`src/common/mci_pkg.sv`:
```
// MCI AXI front end shared definitions
`default_nettype none

package mci_pkg;

    // Bus field widths
    typedef logic [31:0] addr_t;
    typedef logic [31:0] data_t;
    typedef logic [3:0]  strb_t;
    typedef logic [31:0] user_t;
    typedef logic [7:0]  id_t;
    typedef logic [1:0]  resp_t;

    // AXI response codes
    localparam resp_t resp_okay   = 2'b00;
    localparam resp_t resp_slverr = 2'b10;

    // Register window
    localparam addr_t regs_base  = 32'h0000_0000;
    localparam int unsigned regs_words = 16;
    localparam addr_t regs_mask  = addr_t'(regs_words * 4 - 1);
    typedef logic [$clog2(regs_words)-1:0] reg_idx_t;

    // MCU SRAM window, 4 KB
    localparam addr_t sram_base  = 32'h0020_0000;
    localparam int unsigned sram_words = 1024;
    localparam addr_t sram_mask  = addr_t'(sram_words * 4 - 1);
    typedef logic [$clog2(sram_words)-1:0] sram_idx_t;

    // Register offsets and constants
    localparam addr_t reg_id_off         = 32'h0;
    localparam addr_t reg_soc_config_off = 32'h4;
    localparam data_t mci_id_value       = 32'h4d43_4900;

    // Byte lanes with strobe set take the new data
    function automatic data_t merge_bytes(data_t old_word, data_t new_word, strb_t strb);
        data_t result;
        result = old_word;
        for (int b = 0; b < $bits(strb_t); b++) begin
            if (strb[b]) begin
                result[8*b +: 8] = new_word[8*b +: 8];
            end
        end
        return result;
    endfunction

endpackage

`default_nettype wire

```
`src/common/cif_if.sv`:
```
// Internal simplex request bus
`default_nettype none

interface cif_if;
    import mci_pkg::*;

    // Request side
    logic  dv;
    logic  write;
    addr_t addr;
    data_t wdata;
    strb_t wstrb;
    user_t user;
    id_t   id;

    // Response side, valid in the completion cycle
    logic  hold;
    data_t rdata;
    logic  error;

    modport request (
        output dv, write, addr, wdata, wstrb, user, id,
        input  hold, rdata, error
    );

    modport response (
        input  dv, write, addr, wdata, wstrb, user, id,
        output hold, rdata, error
    );

endinterface

`default_nettype wire

```
`src/mci_regs.sv`:
```
// MCI control registers
`default_nettype none

module mci_regs (
    input  logic    clk,
    input  logic    rst_n,
    cif_if.response req,
    input  logic    soc_config_priv
);
    import mci_pkg::*;

    localparam reg_idx_t id_idx  = reg_idx_t'(reg_id_off >> 2);
    localparam reg_idx_t cfg_idx = reg_idx_t'(reg_soc_config_off >> 2);

    reg_idx_t word_idx;
    data_t    soc_config_q;
    data_t    scratch_q [2:regs_words-1];

    // Word index within the window
    assign word_idx = req.addr[$bits(reg_idx_t)+1:2];

    // Never stalls
    assign req.hold = 1'b0;

    always_comb begin
        req.rdata = '0;
        req.error = 1'b0;
        if (word_idx == id_idx) begin
            // Read only
            req.rdata = mci_id_value;
            req.error = req.write;
        end else if (word_idx == cfg_idx) begin
            req.rdata = soc_config_q;
            req.error = req.write && !soc_config_priv;
        end else begin
            req.rdata = scratch_q[word_idx];
        end
    end

    always_ff @(posedge clk) begin
        if (!rst_n) begin
            soc_config_q <= '0;
            for (int i = 2; i < regs_words; i++) begin
                scratch_q[i] <= '0;
            end
        end else if (req.dv && req.write) begin
            if (word_idx == cfg_idx) begin
                // Privileged writers only
                if (soc_config_priv) begin
                    soc_config_q <= merge_bytes(soc_config_q, req.wdata, req.wstrb);
                end
            end else if (word_idx != id_idx) begin
                scratch_q[word_idx] <= merge_bytes(scratch_q[word_idx], req.wdata, req.wstrb);
            end
        end
    end

endmodule

`default_nettype wire

```
`src/flat_wrapper.sv`:
```
// flat-port wrapper written by rule: the top's interface ports become plain ports
module mci_regs_flat import mci_pkg::*;
  (clk, rst_n, soc_config_priv, req_dv, req_write, req_addr, req_wdata, req_wstrb, req_user, req_id, req_hold, req_rdata, req_error);
  cif_if req_i ();
  input  logic clk;
  input  logic rst_n;
  input  logic soc_config_priv;
  input wire logic [$bits(req_i.dv)-1:0] req_dv;
  input wire logic [$bits(req_i.write)-1:0] req_write;
  input wire logic [$bits(req_i.addr)-1:0] req_addr;
  input wire logic [$bits(req_i.wdata)-1:0] req_wdata;
  input wire logic [$bits(req_i.wstrb)-1:0] req_wstrb;
  input wire logic [$bits(req_i.user)-1:0] req_user;
  input wire logic [$bits(req_i.id)-1:0] req_id;
  output wire logic [$bits(req_i.hold)-1:0] req_hold;
  output wire logic [$bits(req_i.rdata)-1:0] req_rdata;
  output wire logic [$bits(req_i.error)-1:0] req_error;
  assign req_i.dv = req_dv;
  assign req_i.write = req_write;
  assign req_i.addr = req_addr;
  assign req_i.wdata = req_wdata;
  assign req_i.wstrb = req_wstrb;
  assign req_i.user = req_user;
  assign req_i.id = req_id;
  assign req_hold = req_i.hold;
  assign req_rdata = req_i.rdata;
  assign req_error = req_i.error;
  mci_regs u_core (.clk(clk), .rst_n(rst_n), .req(req_i), .soc_config_priv(soc_config_priv));
endmodule
```
`config.mk`:
```
export PLATFORM = sky130hd
export DESIGN_NAME = mci_regs_flat
export DESIGN_NICKNAME = d
export VERILOG_FILES = /design/src/common/mci_pkg.sv /design/src/common/cif_if.sv /design/src/mci_regs.sv /design/src/flat_wrapper.sv
export SDC_FILE = /design/constraint.sdc
export NUM_CORES = 1
export LEC_CHECK = 0
export ABC_AREA = 0
export BUFFER_PORTS_ARGS = -buffer_cell sky130_fd_sc_hd__buf_4
export CAP_MARGIN = 25
export CORE_MARGIN = 2
export CORE_UTILIZATION = 32
export DETAILED_ROUTE_END_ITERATION = 10
export PLACE_DENSITY = 0.44
export SLEW_MARGIN = 20
export SYNTH_ARGS = -nofsm -noshare
export SYNTH_HDL_FRONTEND = slang
export SYNTH_SLANG_ARGS = --single-unit
export TNS_END_PERCENT = 1
```
`constraint.sdc`:
```
create_clock -name clk -period 4.1 [get_ports clk]
set_input_delay 0.41 -clock clk [delete_from_list [all_inputs] [get_ports clk]]
set_output_delay 0.41 -clock clk [all_outputs]
set_load 0.005 [all_outputs]
```
==> impl_metrics.yaml <==
clocking:
  cts_setup_buffers: 0
  cts_buffers: 58
  cts_resized: 0
  h-tree-depth: 2
  clkTransAtPathRegs_ps: 60
  root_buffer: "clkbuf_16"
  hold_buffers: 0
  cts_tree: "built"
  clk_latency_ps: 620
  cts_sinks: 544
  clockBufferDepth: 3
floorplan:
  die_w_um: 282
  initial_core_util_pct: 32.4
  die_area_sq_mm: 0.0793
  row_count: 101
  core_area_sq_mm: 0.0761
  pin_count: 147
  dieHeight_um: 282
critical_path:
  required_ps: 3690
  rr_endpoint: "u_core.scratch_q[0][8]$_DFFE_PP_"
  worstRegToRegCells: 4
  critical_path_class: "in2out"
  cp.arrival_ps: 2740
  setup.worst_path.start_class: "input port"
  crit_start: "req_addr[2]"
  reg2reg_from: "u_core.scratch_q[3][8]$_SDFFCE_PN0P_"
  cp-endpoint: "req_rdata[15]"
  r2r_slack_ps: 2210
  crit_path_max_fanout: 57
  endpoint_kind: "output port"
timing:
  fmaxAchievable_ghz: 0.317
  fin_crit_sh_pct: 76.9
  hold_viol_final: 0
  setup_tns_ps: 0
  final_max_slew_viol_count: 0
  rsz0062_at_grt: "no"
  setup_viol: 0
  slew_headroom_pct: 35.6
  skew_ps: 18.1
  worstMarginPinSlew_ps: 962
  finalCriticalPeriod_ps: 3150
yosys:
  ys_seq_area_share_pct: 65.0
  yosys_register_bits: 544
  postSynthAreaPerCell_sq_um: 12.6
  syn_inst: 1959
  ys.warnings.count: 0
  synth.distinct_cells: 37
  syn-cell-area_sq_mm: 0.0247
routing:
  drt_iter0_drc: 1448
  wl_mm: 74.9
  vias: 16055
  first_pass_iters: 5
  drtAntennaViolNets: 0
  vias_per_cell: 5.06
  post_drt_wl_per_cell_um: 23.6
  drc_errors: 0
global_routing:
  grt.overflow.total: 0
  grt_max_degree: 58
  grt_use_total_pct: 18.9
  antenna_found_initial: 0
  grt_first_pass_wirelength_mm: 109
  grt_pass1_vias: 15695
worst_hold_path:
  hold_class: "in2reg"
finish:
  antennaDiodeCount: 0
  fin_util_pct: 37.8
  syn2layout_area_growth_pct: 16.6
  num-nets-final: 2204
  drive_above_1_share_pct: 14.1
power_and_ir_drop:
  powerDensity_mw_per_mm2: 456
  power.leakage_nw: 10.9
  irDropWorstVdd_uv: 335
placed_design:
  gp_congestion: 0.842
  hpwl_mm: 48.6
  io_buffer_count: 77
flow_run:
  max_cap_violations: 0
status:
  status: "finished, final reports clean"
-- critical path, cell delays in order --
cell and delay, ps:
buf_8 440, buf_4 560, mux2i_1 140, a22oi_1 510, nand3_1 160, o211ai_1 270
buf_4 200
-- power by group --
group          total [W]  switching (W)  leakage, nW  internal (W)
Combinational    0.00122       0.000848         4.40      0.000377
Clock            0.00553        0.00222        0.987       0.00332
Sequential       0.00636      0.0000558         5.50       0.00630
-- registers in the layout, summed over array words and instances (netlist names) --
name,cells
u_core.scratch_q,512
u_core.soc_config_q,32
-- per-stage QoR --
step                      total power [W]  hold WS, ps  cells  worst slack, ps  instance area (sq um)
final                              0.0131         65.1   3170              945                  28800
after global routing               0.0135         52.2   3170              839                  28800
after CTS                          0.0132         23.8   3170              941                  28800
after detailed placement          0.00771          508   3061              942                  26800
after global placement            0.00769          498   3061              962                  26800
after floorplan                   0.00717          486   2023             1460                  24900
-- cells in the mapped netlist, drive strengths merged --
cell type  count  area, sq um
and3           2         12.5
a31oi         20          238
nor2         467         1780
nor4           2         33.8
a41oi         20          175
or2            4         25.0
mux2i        288         2880
nand2b         1         6.26
inv            2         7.51
nor2b         35          219
a32oi         24          300
o211ai        20          150
o21ai          3         15.0
nand3         79          420
dfxtp         32          641
conb           1         3.75
nand2        154          578
edfxtp       512        15400
a21oi         52          260
a22oi         76          606
nor3          11         55.1
and2          21          131
buf           74          489
nor4b          1         23.8
clkbuf        55          206
nand4          1         6.26
o221ai         2         17.5
-- kinds of logic (layout without fill, tap and decap cells) --
kind of cell / count (synthesis) / after routing / share of synthesized area [%]
AND/OR/NAND/NOR: 778 / 778 / 13.3
flip-flops: 544 / 544 / 65.0
multiplexers: 288 / 288 / 11.7
AO/OA/AOI/OAI: 217 / 217 / 7.15
buffers and inverters: 131 / 248 / 2.85
other: 1 / 65 / 0.0152
-- cell usage in the layout (no fill, tap or decap), drive strengths merged, types with 2 or more instances in the layout --
cell type,synthesis,routed
o21ai,3,3
buf,74,137
or2,4,4
a41oi,20,20
clkinv,0,31
o211ai,20,20
nor2b,35,35
a32oi,24,24
a21oi,52,52
mux2i,288,288
nand2,154,154
and3,2,2
nand3,79,79
inv,2,2
nor4,2,2
nor2,467,467
clkbuf,55,67
nor3,11,11
a22oi,76,76
dfxtp,32,32
and2,21,21
o221ai,2,2
edfxtp,512,512
bufinv,0,10
conb,1,65
a31oi,20,20
-- cell type report --
type                    count  area (sq um)
repair buffers            137          1200
fillers                  7444         47300
inverters                   2          7.51
well taps                1030          1290
flip-flops and latches    544         16000
clock inverters            42           448
multi-input cells        1348          8250
clock buffers              67          1550
-- routing by layer --
| metal | wire (um) | up-vias | part of all wire [%] | global-route usage [%] |
|---|---|---|---|---|
| met5 | 0 | - | 0 | 0 |
| met4 | 1570 | 0 | 2.1 | 4.69 |
| met3 | 3870 | 91 | 5.2 | 2.78 |
| met2 | 34600 | 403 | 46 | 30.0 |
| met1 | 34800 | 8157 | 47 | 27.2 |
| li1 | - | 7404 | - | - |
-- worst min path at each step --
stage / startpoint / to / slack, ps / cells after the start
final: req_wdata[9] / u_core.soc_config_q[9]$_SDFFE_PN0P_ / 70 / 3
after floorplan: u_core.soc_config_q[0]$_SDFFE_PN0P_ / u_core.soc_config_q[0]$_SDFFE_PN0P_ / 490 / 2
after CTS: req_wdata[9] / u_core.soc_config_q[9]$_SDFFE_PN0P_ / 20 / 3
after global placement: u_core.soc_config_q[31]$_SDFFE_PN0P_ / u_core.soc_config_q[31]$_SDFFE_PN0P_ / 500 / 2
after detailed placement: u_core.soc_config_q[4]$_SDFFE_PN0P_ / u_core.soc_config_q[4]$_SDFFE_PN0P_ / 510 / 2
after global routing: req_wdata[3] / u_core.soc_config_q[3]$_SDFFE_PN0P_ / 50 / 3
Power figures use the tool's default switching activity.
