$ cat config.mk
export PLATFORM = sky130hd
export DESIGN_NAME = mci_axi_sub_decode_flat
export DESIGN_NICKNAME = d
export VERILOG_FILES = /design/src/common/mci_pkg.sv /design/src/common/cif_if.sv /design/src/mci_axi_sub_decode.sv /design/src/flat_wrapper.sv
export SDC_FILE = /design/constraint.sdc
export NUM_CORES = 1
export LEC_CHECK = 0
export ABC_CLOCK_PERIOD_IN_PS = 2000
export BUFFER_PORTS_ARGS = -buffer_cell sky130_fd_sc_hd__buf_2
export CAP_MARGIN = 0
export CORE_AREA = 2 2 218 220
export DETAILED_ROUTE_END_ITERATION = 8
export DIE_AREA = 0 0 220 222
export PLACE_DENSITY_LB_ADDON = 0.25
export SLEW_MARGIN = 10
export SYNTH_ARGS = -nofsm -noshare
export SYNTH_HDL_FRONTEND = slang
export SYNTH_SLANG_ARGS = --single-unit
$ cat constraint.sdc
create_clock -name vclk -period 2
set_input_delay 0.3 -clock vclk [all_inputs]
set_output_delay 0.3 -clock vclk [all_outputs]
set_load 0.005 [all_outputs]
$ cat src/common/mci_pkg.sv
// MCI AXI front end shared definitions
`default_nettype none

package mci_pkg;

    // Bus field widths
    typedef logic [31:0] addr_t;
    typedef logic [31:0] data_t;
    typedef logic [3:0]  strb_t;
    typedef logic [31:0] user_t;
    typedef logic [7:0]  id_t;
    typedef logic [1:0]  resp_t;

    // AXI response codes
    localparam resp_t resp_okay   = 2'b00;
    localparam resp_t resp_slverr = 2'b10;

    // Register window
    localparam addr_t regs_base  = 32'h0000_0000;
    localparam int unsigned regs_words = 16;
    localparam addr_t regs_mask  = addr_t'(regs_words * 4 - 1);
    typedef logic [$clog2(regs_words)-1:0] reg_idx_t;

    // MCU SRAM window, 4 KB
    localparam addr_t sram_base  = 32'h0020_0000;
    localparam int unsigned sram_words = 1024;
    localparam addr_t sram_mask  = addr_t'(sram_words * 4 - 1);
    typedef logic [$clog2(sram_words)-1:0] sram_idx_t;

    // Register offsets and constants
    localparam addr_t reg_id_off         = 32'h0;
    localparam addr_t reg_soc_config_off = 32'h4;
    localparam data_t mci_id_value       = 32'h4d43_4900;

    // Byte lanes with strobe set take the new data
    function automatic data_t merge_bytes(data_t old_word, data_t new_word, strb_t strb);
        data_t result;
        result = old_word;
        for (int b = 0; b < $bits(strb_t); b++) begin
            if (strb[b]) begin
                result[8*b +: 8] = new_word[8*b +: 8];
            end
        end
        return result;
    endfunction

endpackage

`default_nettype wire

$ cat src/common/cif_if.sv
// Internal simplex request bus
`default_nettype none

interface cif_if;
    import mci_pkg::*;

    // Request side
    logic  dv;
    logic  write;
    addr_t addr;
    data_t wdata;
    strb_t wstrb;
    user_t user;
    id_t   id;

    // Response side, valid in the completion cycle
    logic  hold;
    data_t rdata;
    logic  error;

    modport request (
        output dv, write, addr, wdata, wstrb, user, id,
        input  hold, rdata, error
    );

    modport response (
        input  dv, write, addr, wdata, wstrb, user, id,
        output hold, rdata, error
    );

endinterface

`default_nettype wire

$ cat src/mci_axi_sub_decode.sv
// Request decode and privilege straps
`default_nettype none

module mci_axi_sub_decode (
    input  logic           clk,
    input  logic           rst_n,
    cif_if.response        soc_req,
    cif_if.request         regs_req,
    cif_if.request         sram_req,
    output logic           soc_config_priv,
    // Privileged request levels
    output logic           axi_mci_soc_config_req,
    output logic           axi_mcu_lsu_req,
    output logic           axi_mcu_ifu_req,
    output logic           axi_mcu_req,
    output logic           axi_mcu_sram_config_req,
    // Privileged users
    input  mci_pkg::user_t strap_mci_soc_config_axi_user,
    input  mci_pkg::user_t strap_mcu_lsu_axi_user,
    input  mci_pkg::user_t strap_mcu_ifu_axi_user,
    input  mci_pkg::user_t strap_mcu_sram_config_axi_user
);
    import mci_pkg::*;

    logic regs_hit;
    logic sram_hit;

    // Both windows are size aligned
    assign regs_hit = (soc_req.addr & ~regs_mask) == regs_base;
    assign sram_hit = (soc_req.addr & ~sram_mask) == sram_base;

    // dv only to the selected target
    assign regs_req.dv = soc_req.dv && regs_hit;
    assign sram_req.dv = soc_req.dv && sram_hit;

    // Fields fan out to both
    assign regs_req.write = soc_req.write;
    assign regs_req.addr  = soc_req.addr;
    assign regs_req.wdata = soc_req.wdata;
    assign regs_req.wstrb = soc_req.wstrb;
    assign regs_req.user  = soc_req.user;
    assign regs_req.id    = soc_req.id;

    assign sram_req.write = soc_req.write;
    assign sram_req.addr  = soc_req.addr;
    assign sram_req.wdata = soc_req.wdata;
    assign sram_req.wstrb = soc_req.wstrb;
    assign sram_req.user  = soc_req.user;
    assign sram_req.id    = soc_req.id;

    // Response merge
    always_comb begin
        if (regs_hit) begin
            soc_req.hold  = regs_req.hold;
            soc_req.rdata = regs_req.rdata;
            soc_req.error = regs_req.error;
        end else if (sram_hit) begin
            soc_req.hold  = sram_req.hold;
            soc_req.rdata = sram_req.rdata;
            soc_req.error = sram_req.error;
        end else begin
            // Unmapped, complete at once with error
            soc_req.hold  = 1'b0;
            soc_req.rdata = '0;
            soc_req.error = 1'b1;
        end
    end

    // Strap compares, levels only while dv
    assign axi_mci_soc_config_req  = soc_req.dv && (soc_req.user == strap_mci_soc_config_axi_user);
    assign axi_mcu_lsu_req         = soc_req.dv && (soc_req.user == strap_mcu_lsu_axi_user);
    assign axi_mcu_ifu_req         = soc_req.dv && (soc_req.user == strap_mcu_ifu_axi_user);
    assign axi_mcu_sram_config_req = soc_req.dv &&
                                     (soc_req.user == strap_mcu_sram_config_axi_user);
    assign axi_mcu_req             = axi_mcu_lsu_req || axi_mcu_ifu_req;

    // Register block reuses this compare
    assign soc_config_priv = axi_mci_soc_config_req;

    a_one_target: assert property (@(posedge clk) disable iff (!rst_n)
        $onehot0({regs_req.dv, sram_req.dv}));

endmodule

`default_nettype wire

$ cat src/flat_wrapper.sv
// flat-port wrapper written by rule: the top's interface ports become plain ports
module mci_axi_sub_decode_flat import mci_pkg::*;
  (clk, rst_n, soc_config_priv, axi_mci_soc_config_req, axi_mcu_lsu_req, axi_mcu_ifu_req, axi_mcu_req, axi_mcu_sram_config_req, strap_mci_soc_config_axi_user, strap_mcu_lsu_axi_user, strap_mcu_ifu_axi_user, strap_mcu_sram_config_axi_user, soc_req_dv, soc_req_write, soc_req_addr, soc_req_wdata, soc_req_wstrb, soc_req_user, soc_req_id, soc_req_hold, soc_req_rdata, soc_req_error, regs_req_dv, regs_req_write, regs_req_addr, regs_req_wdata, regs_req_wstrb, regs_req_user, regs_req_id, regs_req_hold, regs_req_rdata, regs_req_error, sram_req_dv, sram_req_write, sram_req_addr, sram_req_wdata, sram_req_wstrb, sram_req_user, sram_req_id, sram_req_hold, sram_req_rdata, sram_req_error);
  cif_if soc_req_i ();
  cif_if regs_req_i ();
  cif_if sram_req_i ();
  input  logic clk;
  input  logic rst_n;
  output logic soc_config_priv;
  output logic axi_mci_soc_config_req;
  output logic axi_mcu_lsu_req;
  output logic axi_mcu_ifu_req;
  output logic axi_mcu_req;
  output logic axi_mcu_sram_config_req;
  input  mci_pkg::user_t strap_mci_soc_config_axi_user;
  input  mci_pkg::user_t strap_mcu_lsu_axi_user;
  input  mci_pkg::user_t strap_mcu_ifu_axi_user;
  input  mci_pkg::user_t strap_mcu_sram_config_axi_user;
  input wire logic [$bits(soc_req_i.dv)-1:0] soc_req_dv;
  input wire logic [$bits(soc_req_i.write)-1:0] soc_req_write;
  input wire logic [$bits(soc_req_i.addr)-1:0] soc_req_addr;
  input wire logic [$bits(soc_req_i.wdata)-1:0] soc_req_wdata;
  input wire logic [$bits(soc_req_i.wstrb)-1:0] soc_req_wstrb;
  input wire logic [$bits(soc_req_i.user)-1:0] soc_req_user;
  input wire logic [$bits(soc_req_i.id)-1:0] soc_req_id;
  output wire logic [$bits(soc_req_i.hold)-1:0] soc_req_hold;
  output wire logic [$bits(soc_req_i.rdata)-1:0] soc_req_rdata;
  output wire logic [$bits(soc_req_i.error)-1:0] soc_req_error;
  output wire logic [$bits(regs_req_i.dv)-1:0] regs_req_dv;
  output wire logic [$bits(regs_req_i.write)-1:0] regs_req_write;
  output wire logic [$bits(regs_req_i.addr)-1:0] regs_req_addr;
  output wire logic [$bits(regs_req_i.wdata)-1:0] regs_req_wdata;
  output wire logic [$bits(regs_req_i.wstrb)-1:0] regs_req_wstrb;
  output wire logic [$bits(regs_req_i.user)-1:0] regs_req_user;
  output wire logic [$bits(regs_req_i.id)-1:0] regs_req_id;
  input wire logic [$bits(regs_req_i.hold)-1:0] regs_req_hold;
  input wire logic [$bits(regs_req_i.rdata)-1:0] regs_req_rdata;
  input wire logic [$bits(regs_req_i.error)-1:0] regs_req_error;
  output wire logic [$bits(sram_req_i.dv)-1:0] sram_req_dv;
  output wire logic [$bits(sram_req_i.write)-1:0] sram_req_write;
  output wire logic [$bits(sram_req_i.addr)-1:0] sram_req_addr;
  output wire logic [$bits(sram_req_i.wdata)-1:0] sram_req_wdata;
  output wire logic [$bits(sram_req_i.wstrb)-1:0] sram_req_wstrb;
  output wire logic [$bits(sram_req_i.user)-1:0] sram_req_user;
  output wire logic [$bits(sram_req_i.id)-1:0] sram_req_id;
  input wire logic [$bits(sram_req_i.hold)-1:0] sram_req_hold;
  input wire logic [$bits(sram_req_i.rdata)-1:0] sram_req_rdata;
  input wire logic [$bits(sram_req_i.error)-1:0] sram_req_error;
  assign soc_req_i.dv = soc_req_dv;
  assign soc_req_i.write = soc_req_write;
  assign soc_req_i.addr = soc_req_addr;
  assign soc_req_i.wdata = soc_req_wdata;
  assign soc_req_i.wstrb = soc_req_wstrb;
  assign soc_req_i.user = soc_req_user;
  assign soc_req_i.id = soc_req_id;
  assign soc_req_hold = soc_req_i.hold;
  assign soc_req_rdata = soc_req_i.rdata;
  assign soc_req_error = soc_req_i.error;
  assign regs_req_dv = regs_req_i.dv;
  assign regs_req_write = regs_req_i.write;
  assign regs_req_addr = regs_req_i.addr;
  assign regs_req_wdata = regs_req_i.wdata;
  assign regs_req_wstrb = regs_req_i.wstrb;
  assign regs_req_user = regs_req_i.user;
  assign regs_req_id = regs_req_i.id;
  assign regs_req_i.hold = regs_req_hold;
  assign regs_req_i.rdata = regs_req_rdata;
  assign regs_req_i.error = regs_req_error;
  assign sram_req_dv = sram_req_i.dv;
  assign sram_req_write = sram_req_i.write;
  assign sram_req_addr = sram_req_i.addr;
  assign sram_req_wdata = sram_req_i.wdata;
  assign sram_req_wstrb = sram_req_i.wstrb;
  assign sram_req_user = sram_req_i.user;
  assign sram_req_id = sram_req_i.id;
  assign sram_req_i.hold = sram_req_hold;
  assign sram_req_i.rdata = sram_req_rdata;
  assign sram_req_i.error = sram_req_error;
  mci_axi_sub_decode u_core (.clk(clk), .rst_n(rst_n), .soc_req(soc_req_i), .regs_req(regs_req_i), .sram_req(sram_req_i), .soc_config_priv(soc_config_priv), .axi_mci_soc_config_req(axi_mci_soc_config_req), .axi_mcu_lsu_req(axi_mcu_lsu_req), .axi_mcu_ifu_req(axi_mcu_ifu_req), .axi_mcu_req(axi_mcu_req), .axi_mcu_sram_config_req(axi_mcu_sram_config_req), .strap_mci_soc_config_axi_user(strap_mci_soc_config_axi_user), .strap_mcu_lsu_axi_user(strap_mcu_lsu_axi_user), .strap_mcu_ifu_axi_user(strap_mcu_ifu_axi_user), .strap_mcu_sram_config_axi_user(strap_mcu_sram_config_axi_user));
endmodule
==> impl_results.md <==
- Status: finished with violations
- Failing checks: negative setup slack
- Core Region: ~46000 µm²
- Power after layout: 1.09 mW
- PortBufs: approximately 410
- Reg area: 0 µm²
- Commonest non-fill, non-tap cell in the layout: buf_2
- Critical path class: in2out
- Residual DRC: 0
- Final wirelength: 23400 µm
- Syn_area_per_cell: just under 8 µm²
- Setup violators final: 40
- Row count: a little under 80
- Vias: about 4000
- Placed Area: around 5300 µm²
- Number of max-cap violations: 0
- Pre-antenna DRT Iters: 3
- Starting Density: between 7 and 8%
- WP data arrival: ~2000 ps
- Worst setup margin: -289 ps
- Headroom to the max-slew limit: between 60% and 70%
- Required time of the critical path: 1700 ps
- Io pins: about 570
- Register area share after synthesis: 0%
- Count of cell types in the netlist: 18
- Post-route cell area: 6110 µm²
- Leakage: slightly above 3 nW
- Total gr overflow: 0
- Grt peak-use layer: met2
- Die Height: 222 µm
- FMAX: roughly 0.44 GHz
- Average via count per standard cell: between 2 and 3
- DRT iter0 DRCs: 27
- Worst hold-check path type: in2out
- Met3 Use GR: 2.66%
- Peak supply drop: ~0.08 mV
- Unrepaired setup endpoints after global routing: yes
- GRT Overall Usage: under 10%
- Final period utilization: 114%
- Nets: 1044
- Die Span X: roughly 220 µm
- Grt met2 use: between 10% and 20%
- Worst-Margin Slew: between 400 and 500 ps
- Full die area: just under 50000 µm²
- # clk buffers: 0
- Max Slew Vio Count: 0
- Area growth syn-to-layout: 72.0%
- Final Hold Viols: 0
- Dpl cells: 1329
- Mux contribution to synthesized area: 0%
- PwrDens: around 180 nW/µm²
- Routed len/inst: between 15 and 20 µm
- Crit end category: output pin
- Final cell count without fillers: 1342
- Post-DP HPWL: 20900 µm
- Critical Path Source Type: input pin
- Largest net degree at the start of global routing: 18
- Synth Area in Simple Gates: around 11%
- Cell count after synthesis: roughly 450
- Fin crit period: between 2000 and 2500 ps
- First-pass GRT wire length: 29900 µm
- Number of global-route vias before repair: about 4200
- Initial antenna violation count: 6
- Antenna Violating Nets Remaining: 0
- Most frequent cells in the layout: buf_2, buf_4, xor2_1
- Post-synth net total: 759
- XOR/XNOR share of the synthesized area: about a third
- Mapped cell area: about 3600 µm²
- Final core occ: between 10% and 20%
- Number of sequential cells: 0
- Met1 Use GR: under 10%
- Share of layout cells above drive strength 1: 75.5%
- Synth Area in Compound Gates: under 10%
- Place WS: -1210 ps
- Yosys warnings: 0
- Area share of fa/ha/maj cells after synthesis: 0%
- Top fanout value on the critical path: 3
- Largest family of logic cells by synthesized area: buffers and inverters
- GPL Wtd Cong: 0.870
==> per-layer routing <==
layer | share of wire [%] | wire length (µm) | vias up
li1 | - | - | 1866
met1 | 33 | 7750 | 1717
met2 | 54 | 12700 | 355
met3 | 10 | 2330 | 41
met4 | 2.7 | 623 | 4
met5 | 0.098 | 23 | -
==> synthesized netlist by cell type (3+ instances only) <==
cell | count | area [µm²]
nor3_1 | 3 | 15.0
nand4_1 | 19 | 119
buf_4 | 223 | 1670
xnor2_1 | 66 | 578
nor4_2 | 4 | 50.1
a22o_1 | 33 | 289
nand3_1 | 4 | 20.0
nor4_1 | 22 | 138
xor2_1 | 62 | 543
buf_12 | 3 | 60.1
==> path summary, 6_finish.rpt <==
kind  depth (start not counted)            endpoint         startpoint
max                           9     soc_config_priv   soc_req_user[24]
min                           0  sram_req_wdata[14]  soc_req_wdata[14]
==> kinds of logic after synthesis <==
family | Yosys count
AO/OA/AOI/OAI | 34
XOR/XNOR | 128
buffers and inverters | 230
AND/OR/NAND/NOR | 59
==> metrics by stage <==
stage / hold WS [ps] / setup TNS [ps]
floorplan: 681 / 0
global placement: 600 / -14480
detailed placement: 600 / -14180
CTS: 600 / -8910
global route: 600 / -11020
finish: 600 / -5650
==> timing repair <==
item | CTS | global route
gates cloned | 4 | 1
hold buffers | 0 | 0
resized for setup | 98 | 17
pin swaps | 51 | 29
setup endpoints to repair | 41 | 41
setup buffers | 10 | 2
==> report_power, final <==
group | leakage, nW | internal [mW] | switching, mW | total [mW]
clock | 0.00000634 | 0.0000000669 | 0 | 0.0000000669
sequential | 0 | 0 | 0 | 0
combinational | 3.02 | 0.585 | 0.503 | 1.09
==> worst max-delay path, stage by stage <==
cell     delay (ps)
buf_12          110
buf_8           120
xnor2_2         100
nand4_1         250
nor4_4          330
buf_4           160
nand4_1         150
nor4_4          270
buf_2           180
==> layout make-up <==
type	instances	area [µm²]
multi-input combinational	221	2160
tap	607	759
timing repair buffer	511	3180
inverter	2	7.51
antenna	1	2.50
fill	5367	40100
Power figures use the tool's default switching activity.
