`config.mk`:
```
export PLATFORM = sky130hd
export DESIGN_NAME = axi_sub_flat
export DESIGN_NICKNAME = d
export VERILOG_FILES = /design/src/common/mci_pkg.sv /design/src/common/cif_if.sv /design/src/axi_sub/axi_sub.sv /design/src/flat_wrapper.sv
export SDC_FILE = /design/constraint.sdc
export NUM_CORES = 1
export LEC_CHECK = 0
export ABC_AREA = 0
export BUFFER_PORTS_ARGS = -buffer_cell sky130_fd_sc_hd__buf_2
export CAP_MARGIN = 10
export CORE_AREA = 2 2 157 159
export CTS_CLUSTER_SIZE = 10
export DETAILED_ROUTE_END_ITERATION = 10
export DIE_AREA = 0 0 159 161
export GPL_TIMING_DRIVEN = 0
export PLACE_DENSITY = 0.48
export SYNTH_ARGS = -nofsm -noshare
export SYNTH_HDL_FRONTEND = slang
export SYNTH_SLANG_ARGS = --single-unit
```
`constraint.sdc`:
```
create_clock -name clk -period 10.2 [get_ports clk]
set_input_delay 2.04 -clock clk [delete_from_list [all_inputs] [get_ports clk]]
set_output_delay 2.04 -clock clk [all_outputs]
set_load 0.005 [all_outputs]
```
`src/common/mci_pkg.sv`:
```
// MCI AXI front end shared definitions
`default_nettype none

package mci_pkg;

    // Bus field widths
    typedef logic [31:0] addr_t;
    typedef logic [31:0] data_t;
    typedef logic [3:0]  strb_t;
    typedef logic [31:0] user_t;
    typedef logic [7:0]  id_t;
    typedef logic [1:0]  resp_t;

    // AXI response codes
    localparam resp_t resp_okay   = 2'b00;
    localparam resp_t resp_slverr = 2'b10;

    // Register window
    localparam addr_t regs_base  = 32'h0000_0000;
    localparam int unsigned regs_words = 16;
    localparam addr_t regs_mask  = addr_t'(regs_words * 4 - 1);
    typedef logic [$clog2(regs_words)-1:0] reg_idx_t;

    // MCU SRAM window, 4 KB
    localparam addr_t sram_base  = 32'h0020_0000;
    localparam int unsigned sram_words = 1024;
    localparam addr_t sram_mask  = addr_t'(sram_words * 4 - 1);
    typedef logic [$clog2(sram_words)-1:0] sram_idx_t;

    // Register offsets and constants
    localparam addr_t reg_id_off         = 32'h0;
    localparam addr_t reg_soc_config_off = 32'h4;
    localparam data_t mci_id_value       = 32'h4d43_4900;

    // Byte lanes with strobe set take the new data
    function automatic data_t merge_bytes(data_t old_word, data_t new_word, strb_t strb);
        data_t result;
        result = old_word;
        for (int b = 0; b < $bits(strb_t); b++) begin
            if (strb[b]) begin
                result[8*b +: 8] = new_word[8*b +: 8];
            end
        end
        return result;
    endfunction

endpackage

`default_nettype wire

```
`src/common/cif_if.sv`:
```
// Internal simplex request bus
`default_nettype none

interface cif_if;
    import mci_pkg::*;

    // Request side
    logic  dv;
    logic  write;
    addr_t addr;
    data_t wdata;
    strb_t wstrb;
    user_t user;
    id_t   id;

    // Response side, valid in the completion cycle
    logic  hold;
    data_t rdata;
    logic  error;

    modport request (
        output dv, write, addr, wdata, wstrb, user, id,
        input  hold, rdata, error
    );

    modport response (
        input  dv, write, addr, wdata, wstrb, user, id,
        output hold, rdata, error
    );

endinterface

`default_nettype wire

```
`src/axi_sub/axi_sub.sv`:
```
// AXI subordinate to simplex request bridge
`default_nettype none

module axi_sub (
    input  logic           clk,
    input  logic           rst_n,
    // Write address and data
    input  logic           awvalid,
    output logic           awready,
    input  mci_pkg::addr_t awaddr,
    input  mci_pkg::id_t   awid,
    input  mci_pkg::user_t awuser,
    input  logic [7:0]     awlen,
    input  logic           wvalid,
    output logic           wready,
    input  mci_pkg::data_t wdata,
    input  mci_pkg::strb_t wstrb,
    // Write response
    output logic           bvalid,
    input  logic           bready,
    output mci_pkg::resp_t bresp,
    output mci_pkg::id_t   bid,
    // Read address
    input  logic           arvalid,
    output logic           arready,
    input  mci_pkg::addr_t araddr,
    input  mci_pkg::id_t   arid,
    input  mci_pkg::user_t aruser,
    input  logic [7:0]     arlen,
    // Read data
    output logic           rvalid,
    input  logic           rready,
    output mci_pkg::data_t rdata,
    output mci_pkg::resp_t rresp,
    output mci_pkg::id_t   rid,
    output logic           rlast,
    // Internal request
    cif_if.request         soc_req
);
    import mci_pkg::*;

    typedef enum logic [2:0] {
        st_idle,
        st_wr_req,
        st_rd_req,
        st_wr_resp,
        st_rd_resp
    } state_e;

    state_e state_q;
    logic   aw_take;
    logic   ar_take;
    logic   req_done;

    // Captured request
    addr_t  addr_q;
    user_t  user_q;
    id_t    id_q;
    data_t  wdata_q;
    strb_t  wstrb_q;

    // Captured response
    resp_t  resp_q;
    data_t  rdata_q;

    // Write wins when both directions arrive together
    assign aw_take  = (state_q == st_idle) && awvalid && wvalid;
    assign ar_take  = (state_q == st_idle) && arvalid && !(awvalid && wvalid);
    assign req_done = soc_req.dv && !soc_req.hold;

    assign awready = aw_take;
    assign wready  = aw_take;
    assign arready = ar_take;

    always_ff @(posedge clk) begin
        if (!rst_n) begin
            state_q <= st_idle;
        end else begin
            case (state_q)
                st_idle: begin
                    if (aw_take) begin
                        state_q <= st_wr_req;
                    end else if (ar_take) begin
                        state_q <= st_rd_req;
                    end
                end
                st_wr_req: begin
                    if (req_done) state_q <= st_wr_resp;
                end
                st_rd_req: begin
                    if (req_done) state_q <= st_rd_resp;
                end
                // Hold the response until the manager takes it
                st_wr_resp: begin
                    if (bready) state_q <= st_idle;
                end
                st_rd_resp: begin
                    if (rready) state_q <= st_idle;
                end
                default: state_q <= st_idle;
            endcase
        end
    end

    // Address phase capture
    always_ff @(posedge clk) begin
        if (aw_take) begin
            addr_q  <= awaddr;
            user_q  <= awuser;
            id_q    <= awid;
            wdata_q <= wdata;
            wstrb_q <= wstrb;
        end else if (ar_take) begin
            addr_q  <= araddr;
            user_q  <= aruser;
            id_q    <= arid;
            wdata_q <= '0;
            wstrb_q <= '0;
        end
        // Latch target response on completion
        if (req_done) begin
            resp_q  <= soc_req.error ? resp_slverr : resp_okay;
            rdata_q <= soc_req.rdata;
        end
    end

    // One request on the internal bus
    assign soc_req.dv    = (state_q == st_wr_req) || (state_q == st_rd_req);
    assign soc_req.write = (state_q == st_wr_req);
    assign soc_req.addr  = addr_q;
    assign soc_req.wdata = wdata_q;
    assign soc_req.wstrb = wstrb_q;
    assign soc_req.user  = user_q;
    assign soc_req.id    = id_q;

    assign bvalid = (state_q == st_wr_resp);
    assign bresp  = resp_q;
    assign bid    = id_q;

    assign rvalid = (state_q == st_rd_resp);
    assign rdata  = rdata_q;
    assign rresp  = resp_q;
    assign rid    = id_q;
    assign rlast  = 1'b1;

    // Single beat only
    a_awlen_zero: assert property (@(posedge clk) disable iff (!rst_n)
        (awvalid && awready) |-> (awlen == 8'd0));
    a_arlen_zero: assert property (@(posedge clk) disable iff (!rst_n)
        (arvalid && arready) |-> (arlen == 8'd0));
    // B channel and its payload stay up until taken
    a_bvalid_hold: assert property (@(posedge clk) disable iff (!rst_n)
        (bvalid && !bready) |=> (bvalid && $stable(bresp) && $stable(bid)));

endmodule

`default_nettype wire

```
`src/flat_wrapper.sv`:
```
// flat-port wrapper written by rule: the top's interface ports become plain ports
module axi_sub_flat import mci_pkg::*;
  (clk, rst_n, awvalid, awready, awaddr, awid, awuser, awlen, wvalid, wready, wdata, wstrb, bvalid, bready, bresp, bid, arvalid, arready, araddr, arid, aruser, arlen, rvalid, rready, rdata, rresp, rid, rlast, soc_req_dv, soc_req_write, soc_req_addr, soc_req_wdata, soc_req_wstrb, soc_req_user, soc_req_id, soc_req_hold, soc_req_rdata, soc_req_error);
  cif_if soc_req_i ();
  input  logic clk;
  input  logic rst_n;
  input  logic awvalid;
  output logic awready;
  input  mci_pkg::addr_t awaddr;
  input  mci_pkg::id_t awid;
  input  mci_pkg::user_t awuser;
  input  logic [7:0] awlen;
  input  logic wvalid;
  output logic wready;
  input  mci_pkg::data_t wdata;
  input  mci_pkg::strb_t wstrb;
  output logic bvalid;
  input  logic bready;
  output mci_pkg::resp_t bresp;
  output mci_pkg::id_t bid;
  input  logic arvalid;
  output logic arready;
  input  mci_pkg::addr_t araddr;
  input  mci_pkg::id_t arid;
  input  mci_pkg::user_t aruser;
  input  logic [7:0] arlen;
  output logic rvalid;
  input  logic rready;
  output mci_pkg::data_t rdata;
  output mci_pkg::resp_t rresp;
  output mci_pkg::id_t rid;
  output logic rlast;
  output wire logic [$bits(soc_req_i.dv)-1:0] soc_req_dv;
  output wire logic [$bits(soc_req_i.write)-1:0] soc_req_write;
  output wire logic [$bits(soc_req_i.addr)-1:0] soc_req_addr;
  output wire logic [$bits(soc_req_i.wdata)-1:0] soc_req_wdata;
  output wire logic [$bits(soc_req_i.wstrb)-1:0] soc_req_wstrb;
  output wire logic [$bits(soc_req_i.user)-1:0] soc_req_user;
  output wire logic [$bits(soc_req_i.id)-1:0] soc_req_id;
  input wire logic [$bits(soc_req_i.hold)-1:0] soc_req_hold;
  input wire logic [$bits(soc_req_i.rdata)-1:0] soc_req_rdata;
  input wire logic [$bits(soc_req_i.error)-1:0] soc_req_error;
  assign soc_req_dv = soc_req_i.dv;
  assign soc_req_write = soc_req_i.write;
  assign soc_req_addr = soc_req_i.addr;
  assign soc_req_wdata = soc_req_i.wdata;
  assign soc_req_wstrb = soc_req_i.wstrb;
  assign soc_req_user = soc_req_i.user;
  assign soc_req_id = soc_req_i.id;
  assign soc_req_i.hold = soc_req_hold;
  assign soc_req_i.rdata = soc_req_rdata;
  assign soc_req_i.error = soc_req_error;
  axi_sub u_core (.clk(clk), .rst_n(rst_n), .awvalid(awvalid), .awready(awready), .awaddr(awaddr), .awid(awid), .awuser(awuser), .awlen(awlen), .wvalid(wvalid), .wready(wready), .wdata(wdata), .wstrb(wstrb), .bvalid(bvalid), .bready(bready), .bresp(bresp), .bid(bid), .arvalid(arvalid), .arready(arready), .araddr(araddr), .arid(arid), .aruser(aruser), .arlen(arlen), .rvalid(rvalid), .rready(rready), .rdata(rdata), .rresp(rresp), .rid(rid), .rlast(rlast), .soc_req(soc_req_i));
endmodule
```
==> PnR_summary.wiki <==
{| class="wikitable"
! Metric !! Value
|-
| Final-layout worst hold slack || 0.5642 ns
|-
| CORE AREA || 23,960 um^2
|-
| Met3 layer usage reported by global route || 0.05573
|-
| Std-Cell Rows || 57
|-
| Yosys reg bits || 144
|-
| Routability Congestion || 0.7253
|-
| Post-synthesis cell count || 321
|-
| Slowest stage cell, crit path || buf_2
|-
| Maximum number of pins on one net before global-route repair || 33
|-
| Setup repair bufs after CTS || 0
|-
| Most common library cell in the layout ignoring fill and taps || buf_2
|-
| Library cells used by synthesis || 26
|-
| Die Wd || 159 um
|-
| Met1 capacity usage during global routing || 0.1387
|-
| Height of the chip || 161 um
|-
| Global route hottest layer || met2
|-
| Total die area || 25,600 um^2
|-
| RSZ-0062 raised after global routing || false
|-
| Violation count after the first detailed-route iteration || 152
|-
| Vias in the first global route || 4,222
|-
| Worst path required time || 8.16 ns
|-
| Final critical-path required period || 5.014 ns
|-
| TritonCTS clock tree || yes
|-
| CP max FO || 11
|-
| Static leakage || 3.908 nW
|-
| Antenna diode count || 0
|-
| Crit Reg-Reg Startpoint || u_core.state_q[1]
|-
| Total count of max-transition violations in the final report || 0
|-
| Clock transition at path regs || 0.07 ns
|-
| Finish-stage setup viols || 0
|-
| Initial antenna violation count || 1
|-
| Count of input and output buffers || 385
|-
| Dominant cell type by count on the critical path || buf_2
|-
| Worst Hold Launch || u_core.state_q[2]
|-
| Antenna viol nets, final || 0
|-
| Max_slew headroom || 0.3912
|-
| P&R area growth vs syn || 52.54%
|-
| Layout Skew || 0.01306 ns
|-
| Critical path start-end classification || input pin to primary output
|-
| Maximum vdd drop || 0.1034 mV
|-
| Inserted Clock Buffers || 17
|-
| Max H-tree Level || 4
|-
| Global-route wire length before repair || 24,450 um
|-
| Clock root buffer master || clkbuf_16
|-
| Worst Tran Pin Value || 0.9082 ns
|-
| Mean post-synth cell area || 18.20 um^2
|-
| Class of the tightest hold or removal check || flip-flop to flip-flop
|-
| Fraction of the yosys area taken by sequential cells || 0.7351
|-
| Post-route fraction of the period consumed by the critical path || 0.4916
|-
| Number of vias per cell after detailed routing || 3.908
|-
| Total grt overflow || 0
|-
| Endpoint arrival time on the critical path || 2.97 ns
|-
| Leading cell types in the layout, fill and taps excluded || buf_2 (387), edfxtp_1 (141), mux2_2 (71)
|-
| Initial core utilization || 0.2438
|-
| Wire length after detailed routing || 16,650 um
|-
| Critical path cell sequence || buf_2 -> and3_1 -> buf_6 -> buf_2 -> buf_4 -> buf_2
|-
| 1st-pass router iterations || 4
|-
| Share of final-layout standard cells stronger than drive strength 1 || 0.7141
|-
| HPWL reported at the end of detailed placement || 12,780 um
|-
| Clock network latency to the later pin of the worst-skew pair || 0.42 ns
|-
| Kind of end point of the critical path || primary output
|-
| Final Hold Fails || 0
|-
| Share of the core filled with cells in the final layout || 0.3719
|-
| Synth warnings || 0
|-
| Outcome || completed
|-
| # clock sinks || 144
|-
| Startpoint Class || input pin
|-
| Largest stage delay on the critical path || 0.25 ns
|-
| Power density over the cells || 255.2 nW/um^2
|-
| Routed length per placed instance || 15.57 um
|-
| Global-route met2 utilization || 0.2174
|-
| Worst Setup SP || wvalid
|-
| Total of cells resized after clock tree synthesis || 0
|-
| Total power || 2.274 mW
|-
| Final cell count without fillers || 1,069
|-
| Num ports || 405
|-
| Final routed DRC violation total || 0
|-
| Number of max-capacitance violations reported || 0
|-
| Number of hold buffers added after cts || 0
|-
| Setup_tns || 0 ns
|-
| Longest Clk Path Bufs || 2
|-
| Post-placement cell count || 1,037
|-
| Final net count || 969
|-
| Number of vias after detailed routing || 4,178
|-
| Overall track demand over capacity in global routing || 0.1268
|-
| Highest clock frequency the design can meet || 199.4 MHz
|-
| Cell Area, Synth || 5842 um^2
|}
-- metal layers --
layer,wire length (um),share of wire
met1,6190,0.37
met2,8488,0.51
met3,1581,0.095
met4,385,0.023
met5,0,0
-- registers in the layout, indices dropped and copies added, names as in the netlist --
signal	cells
u_core.soc_req.addr	32
u_core.soc_req.wdata	32
u_core.bresp	1
u_core.state_q	3
u_core.bid	8
u_core.rdata	32
u_core.soc_req.wstrb	4
u_core.soc_req.user	32
-- logic make-up after synthesis --
| family | after synthesis | share of synthesized area |
|---|---|---|
| AOI/OAI and AO/OA | 7 | 0.007068 |
| xor gates and xnor gates | 1 | 0.001500 |
| buffers and inverters | 37 | 0.05269 |
| DFF | 144 | 0.7351 |
| muxes | 74 | 0.1422 |
| other | 2 | 0.001286 |
| and+or+nand+nor | 56 | 0.06018 |
-- worst max-delay path: cells and delay by family --
family | cells | cell delay [ns]
buffers and inverters | 5 | 0.77
and+or+nand+nor | 1 | 0.16
-- cell usage after synthesis --
cell / number / area share
a221oi_1: 1 / 0.0015
buf_2: 2 / 0.0017
nand2_1: 3 / 0.0019
dfxtp_1: 3 / 0.010
mux2_2: 71 / 0.14
edfxtp_1: 141 / 0.72
nand2b_1: 1 / 0.0011
nor3b_1: 2 / 0.0026
a21oi_1: 2 / 0.0017
a211oi_1: 1 / 0.0013
and3_1: 2 / 0.0021
nor2b_1: 3 / 0.0032
inv_1: 1 / 0.00064
mux2_1: 1 / 0.0019
conb_1: 2 / 0.0013
o21ai_0: 3 / 0.0026
and2_1: 37 / 0.040
buf_6: 11 / 0.021
xnor2_1: 1 / 0.0015
buf_4: 22 / 0.028
clkbuf_2: 1 / 0.00086
nor2_1: 4 / 0.0026
nor4bb_1: 2 / 0.0034
nor3_4: 1 / 0.0028
nor3_1: 1 / 0.00086
mux2i_1: 2 / 0.0034
-- through the flow --
stage               worst slack, ns  cell area (um^2)
global route                  5.107              8911
CTS                           5.142              8911
floorplan                     2.702              5846
finish                        5.186              8911
global placement            -0.2957              8178
detailed placement            5.145              8308
-- cell type report --
cell class                 instances  area (um^2)
buffer                            36        304.0
clock buffer                      17        425.4
timing repair buffer             391         2044
inverter                           1        3.754
sequential                       144         4294
fill                            2391        15050
tap                              324        405.4
clock inverter                    15        177.7
multi-input combinational        141         1256
-- final timing paths --
| check | to | slack, ns | cells after the start |
|---|---|---|---|
| worst max register to register | u_core.rdata[17] | 8.04 | 5 |
| worst min-delay path | u_core.state_q[0] | 0.56 | 2 |
| worst max-delay path | wready | 5.19 | 6 |
| worst min register to register | u_core.state_q[0] | 0.56 | 2 |
-- power by group --
| part | switching [mW] | internal, mW | total, mW | leakage (nW) |
|---|---|---|---|---|
| Sequential | 0.0482 | 0.916 | 0.965 | 1.38 |
| Combinational | 0.330 | 0.332 | 0.661 | 2.24 |
| Clock | 0.279 | 0.369 | 0.648 | 0.285 |
| Total | 0.657 | 1.62 | 2.27 | 3.91 |
Note: power is estimated with default switching activity, not from simulation.
